$ cat src/verilog/dcache_pkg.sv
// ##########################################################################
// data cache shared definitions
// geometry of the 8 KB two-way cache, address, line and tag types,
// and the controller state encoding
// ##########################################################################

package dcache_pkg;

    localparam int OFFSET_W = 4;    // 16-byte lines
    localparam int INDEX_W  = 8;    // 256 sets
    localparam int TAG_W    = 20;
    localparam int WAYS     = 2;

    typedef logic [31:0] addr_t;
    typedef logic [31:0] word_t;
    typedef logic [3:0]  strb_t;

    // word 0 sits in bits 31:0
    typedef logic [127:0] line_t;

    typedef struct packed {
        logic             valid;
        logic [TAG_W-1:0] tag;
    } tag_entry_t;

    typedef enum logic [2:0] {
        IDLE,
        LOOKUP,
        WRITE,
        MISS,
        WRITEBACK,
        REFILL,
        UNCACHED
    } cache_state_t;

endpackage

$ cat src/verilog/mem_interface.sv
// ##########################################################################
// memory interface for the data cache
// one-entry write buffer for victims and uncached stores, drained ahead
// of any read, both paths sharing a single four-phase memory port
// ##########################################################################

`timescale 1ns/1ps

module mem_interface
    import dcache_pkg::*;
(
    input  logic  clk,
    input  logic  reset,
    // read path from the cache
    input  logic  rd_req,
    input  addr_t rd_addr,
    input  logic  rd_line,
    output logic  rd_ack,
    output line_t rd_data,
    // write path from the cache
    input  logic  wb_req,
    input  addr_t wb_addr,
    input  logic  wb_line,
    input  line_t wb_data,
    input  strb_t wb_strb,
    output logic  wb_ack,
    // memory port
    output logic  mem_req,
    output logic  mem_we,
    output logic  mem_line,
    output addr_t mem_addr,
    output line_t mem_wdata,
    output strb_t mem_wstrb,
    input  logic  mem_ack,
    input  line_t mem_rdata
);

    typedef enum logic [1:0] {
        M_IDLE,
        M_WRITE,
        M_READ
    } mem_state_t;

    mem_state_t mstate;

    logic  buf_valid;
    addr_t buf_addr;
    logic  buf_line;
    line_t buf_data;
    strb_t buf_strb;

    // fields follow the active transfer, both sources hold them stable
    assign mem_addr  = mem_we ? buf_addr : rd_addr;
    assign mem_line  = mem_we ? buf_line : rd_line;
    assign mem_wdata = buf_data;
    assign mem_wstrb = buf_strb;

    always_ff @(posedge clk) begin
        if (wb_req && !wb_ack && !buf_valid) begin
            buf_addr <= wb_addr;
            buf_line <= wb_line;
            buf_data <= wb_data;
            buf_strb <= wb_strb;
        end
        if (mstate == M_READ && mem_req && mem_ack) begin
            rd_data <= mem_rdata;
        end
    end

    always_ff @(posedge clk) begin
        if (reset) begin
            mstate    <= M_IDLE;
            buf_valid <= 1'b0;
            wb_ack    <= 1'b0;
            rd_ack    <= 1'b0;
            mem_req   <= 1'b0;
            mem_we    <= 1'b0;
        end else begin
            // cache side write handshake, acked as soon as captured
            if (wb_req && !wb_ack && !buf_valid) begin
                buf_valid <= 1'b1;
                wb_ack    <= 1'b1;
            end else if (!wb_req && wb_ack) begin
                wb_ack <= 1'b0;
            end

            case (mstate)
                M_IDLE: begin
                    if (buf_valid) begin    // drain before any read
                        mstate  <= M_WRITE;
                        mem_req <= 1'b1;
                        mem_we  <= 1'b1;
                    end else if (rd_req && !rd_ack) begin
                        mstate  <= M_READ;
                        mem_req <= 1'b1;
                        mem_we  <= 1'b0;
                    end
                end
                M_WRITE: begin
                    if (mem_req && mem_ack) begin
                        mem_req <= 1'b0;
                    end else if (!mem_req && !mem_ack) begin
                        buf_valid <= 1'b0;
                        mem_we    <= 1'b0;
                        mstate    <= M_IDLE;
                    end
                end
                M_READ: begin
                    if (mem_req && mem_ack) begin
                        mem_req <= 1'b0;
                        rd_ack  <= 1'b1;
                    end else if (!mem_req && !mem_ack && !rd_req) begin
                        rd_ack <= 1'b0;
                        mstate <= M_IDLE;
                    end
                end
                default: mstate <= M_IDLE;
            endcase
        end
    end

endmodule

$ cat config.mk
export PLATFORM = sky130hd
export DESIGN_NAME = mem_interface
export DESIGN_NICKNAME = d
export VERILOG_FILES = /design/src/verilog/dcache_pkg.sv /design/src/verilog/mem_interface.sv
export SDC_FILE = /design/constraint.sdc
export NUM_CORES = 1
export LEC_CHECK = 0
export BUFFER_PORTS_ARGS = -buffer_cell sky130_fd_sc_hd__buf_4
export CAP_MARGIN = 20
export CORE_AREA = 2 2 244 246
export DETAILED_ROUTE_END_ITERATION = 12
export DIE_AREA = 0 0 246 248
export MAX_ROUTING_LAYER = met4
export SLEW_MARGIN = 20
export SYNTH_ARGS = -nofsm -noshare
export SYNTH_HDL_FRONTEND = slang
export SYNTH_SLANG_ARGS = --single-unit
$ cat constraint.sdc
create_clock -name clk -period 15.6 [get_ports clk]
set_input_delay 3.12 -clock clk [delete_from_list [all_inputs] [get_ports clk]]
set_output_delay 3.12 -clock clk [all_outputs]
set_load 0.02 [all_outputs]
[Word-level counts from Yosys, hierarchy flattened]
Index checks and enable logic that the tools add are counted.
Cells by class
  equality and inequality tests: 8
  muxes and demuxes: 26
  reduce and logical (&&, ||, !) cells: 26
Operators by type and width (number)
  2-to-1 mux 32 bit: 1
  2-to-1 mux 1 bit: 16
  2-to-1 mux 2 bit: 6
  logical AND 1 bit: 9
  nonzero test 2 bit: 4
  logical NOT 1 bit: 7
  inequality test 2 bit, second input constant: 3
  one-hot mux 2 bit (3 select lines): 1
  AND reduction 5 bit: 1
  inequality test 2 x 1 -> 1 bit, second input constant: 2
  one-hot mux 1 bit (2 select lines): 2
  AND reduction 4 bit: 1
  inequality test 3 bit, second input constant: 1
  AND reduction 3 bit: 1
  equality test 2 x 1 -> 1 bit, second input constant: 1
  equality test 2 bit, second input constant: 1
  logical NOT 2 bit: 1
  AND reduction 2 bit: 1
  OR reduction 2 bit: 1
Storage, ports and cells
  logic and storage cells: 71
  output and inout port bits: 297
  register bits: 300
  input bits: 331

[Longest topological paths before layout]
  depth in word-level cells: 7
  depth in mapped cells: 6
  depth with buffers taken out: 6

[Worst setup path after synthesis]
Ideal clock, no wire load.
  kind: in2reg
  from: in wb_req
  to: reg buf_addr[0] (enable)
  setup slack: 446 ps
  required time: 14708 ps
  path buffers: 0
  arrival time: 14262 ps
  stages: 2
  cells stage by stage: inv_1 nor3_1
Between the ends
  word-level cells in the longest chain between the ends: 2
Ends and longest elaborated chain
  start, declared: RTL line mem_interface.sv:21  | input logic wb_req,
  logical AND 1 bit (2 in a row): RTL line mem_interface.sv:59  | if (wb_req && !wb_ack && !buf_valid) begin
  end signal, assigned: RTL line mem_interface.sv:60  | buf_addr <= wb_addr;
  end, declared: RTL line mem_interface.sv:47  | addr_t buf_addr;
No other way between the ends.
A chain may end at the register's enable or synchronous reset.

[Worst setup path in the final report]
  from: in rd_addr[12]
  to: out mem_addr[12]
Between the ends
  word-level cells in the longest chain between the ends: 1
Ends and longest elaborated chain
  start, declared: RTL line mem_interface.sv:16  | input addr_t rd_addr,
  2-to-1 mux 32 bit: RTL line mem_interface.sv:53  | assign mem_addr = mem_we ? buf_addr : rd_addr;
  end, declared: RTL line mem_interface.sv:31  | output addr_t mem_addr,
No other way between the ends.

==> metrics.csv <==
metric,value,unit
outcome,finished clean,
pwr-share-comb,0.143,
setup.worst_path.start_class,input pin,
hold_class,flop to flop,
clockPowerShare,0.386,
area_growth,71.13,%
synth_cell_types,22,
crit_path_max_fanout,1,
die_w,246,microns
yosysTopAreaCell,edfxtp_1,
maxSlewViolCount,0,
finalClockSkew,0.01012,ns
cp.required,12.48,ns
insertion_delay,0.52,ns
vias,6343,
dp_hpwl,24470,microns
rows,89,
post-cts-setup-buffers,0,
grt_antenna_before_repair,5,
grt_pass1_vias,6554,
cts_inserted_buffers,36,
synthCells,378,
grt_pass1_wl,41570,microns
ir_drop,89.92,uV
globalRouteOverflowTotal,0,
synth_area_per_cell,25.39,sq um
p_leak,6.605,nW
final_core_util,0.2810,
syn_area,0.009599,sq mm
core_area,0.05846,sq mm
ys_warn_count,0,
end_kind,output pin,
fin_crit_sh,0.4371,
grt_max_degree,163,
cts_sinks,300,
netlist.area_leader.share,0.9166,
htree_levels,2,
synth_nets,713,
cts_resized,0,
die_h,248,microns
slew_headroom,0.2023,
postRouteAntennaNets,0,
drt_iter0_drc,241,
cts.clk_slew.worst_paths,0.05,ns
final_common_cell,buf_4,
worst_pin_slew,1.196,ns
layout-drive-gt1-share,0.6745,
grt_usage,0.09677,
p_switching,0.5031,mW
maxCapViolCount,0,
final_nets,1375,
cts_tree,built,
ys_ff_latch,300,
setup-tns-final,0,ns
start_util,0.1642,
setup_viol_count_final,0,
critPathKind,input pin to output pin,
finalHoldViolCount,0,
power_frac_seq,0.471,
internal_power,1.578,mW
fin_crit,6.818,ns
port_buffers,627,
final_cell_mix,"buf_4 (628), edfxtp_1 (293), clkbuf_16 (37), mux2_2 (33)",
timing.fmax,146.7,MHz
clk_path_buf_depth,3,
ys_top_cells_by_area,"edfxtp_1 (92%), mux2_2 (3.9%), dfxtp_1 (1.5%), ha_1 (0.52%), mux2i_1 (0.31%)",
routed_wl,31500,microns
wl_per_cell,17.10,microns
arrival,3.70,ns
reg2reg_slack,12.90,ns
viasPerCell,3.444,
io_pins,628,
dieArea,0.06101,sq mm
drc,0,
routabilityCongestion,0.8365,
seq_area_frac_synth,0.9312,
dr.pass1.iters,4,
rsz0062_at_grt,no,
cts_hold_buffers,0,
cts_root_buf,clkbuf_16,
power_density,126.7,mW/mm^2
swShare,0.2417,
p_total,2.081,mW
==> cell families after synthesis <==
logic type | share of synthesized area
AOI/OAI and AO/OA | 0.006516
adders and majority gates | 0.005214
buffers and inverters | 0.004040
DFF | 0.9312
muxes | 0.04184
and+or+nand+nor | 0.01121
==> final timing paths <==
kind,start,depth (start not counted),to
setup reg to reg,mstate[0],4,rd_data[64]
hold / removal,wb_ack,2,wb_ack
setup / recovery,rd_addr[12],3,mem_addr[12]
hold reg to reg,wb_ack,2,wb_ack
==> state kept, by name, summed over array words and instances, names as in the netlist, 2 cells and up <==
signal and count:
mem_wstrb 4, rd_data 128, mstate 2, buf_addr 32, mem_wdata 128
==> power groups by stage <==
stage | logic (mW) | registers (mW) | clock network (mW)
2_1_floorplan | 0.0827 | 1.05 | 0
3_3_place_gp | 0.297 | 0.995 | 0
3_5_place_dp | 0.302 | 0.997 | 0
4_1_cts | 0.303 | 0.981 | 0.840
5_1_grt | 0.317 | 0.985 | 0.864
6_report | 0.298 | 0.980 | 0.804
==> synthesized netlist by cell type <==
| cell type | count |
|---|---|
| o21ai_0 | 3 |
| nand2b_4 | 1 |
| or3_1 | 1 |
| edfxtp_1 | 293 |
| nor2_1 | 5 |
| mux2_2 | 33 |
| and3_1 | 1 |
| nor3_1 | 2 |
| o31ai_1 | 1 |
| nand3b_1 | 1 |
| nand2b_1 | 4 |
| and2b_1 | 1 |
| dfxtp_1 | 7 |
| mux2i_1 | 3 |
| or3b_2 | 1 |
| a211oi_1 | 2 |
| ha_1 | 4 |
| a21oi_1 | 5 |
| inv_1 | 4 |
| buf_2 | 4 |
| clkbuf_1 | 1 |
| nand2_1 | 1 |
==> layout make-up <==
class / instances / area, sq um
Multi-Input combinational cell: 69 / 631.9
Clock inverter: 24 / 193.9
Sequential cell: 300 / 8940
Timing Repair Buffer: 629 / 4735
Clock buffer: 40 / 937.1
Fill cell: 5908 / 42040
Antenna cell: 3 / 7.507
Inverter: 4 / 15.01
Tap cell: 773 / 967.2
==> layer usage <==
metal	up-vias	GRT usage	wire length, microns
met2	379	0.1590	15840
met3	48	0.03633	3078
met5	-	-	0
met1	3075	0.1071	11790
li1	2841	-	-
met4	0	0.03512	795
==> worst max-delay path, cell delays in order <==
cell    delay (ns)
buf_4         0.11
mux2_2        0.30
buf_4         0.17
==> stage by stage <==
step / hold WS (ns) / std cells / setup WS [ns] / area [sq um]
final: 0.5179 / 1842 / 8.782 / 16430
after floorplan: 0.4848 / 378 / 0.4461 / 9599
after detailed placement: 0.5137 / 1775 / 8.790 / 15290
after CTS: 0.5243 / 1839 / 8.789 / 16420
after global placement: 0.4958 / 1775 / 8.796 / 15290
after global routing: 0.5731 / 1842 / 8.779 / 16430
No activity file was read; power rests on OpenSTA's default activity.
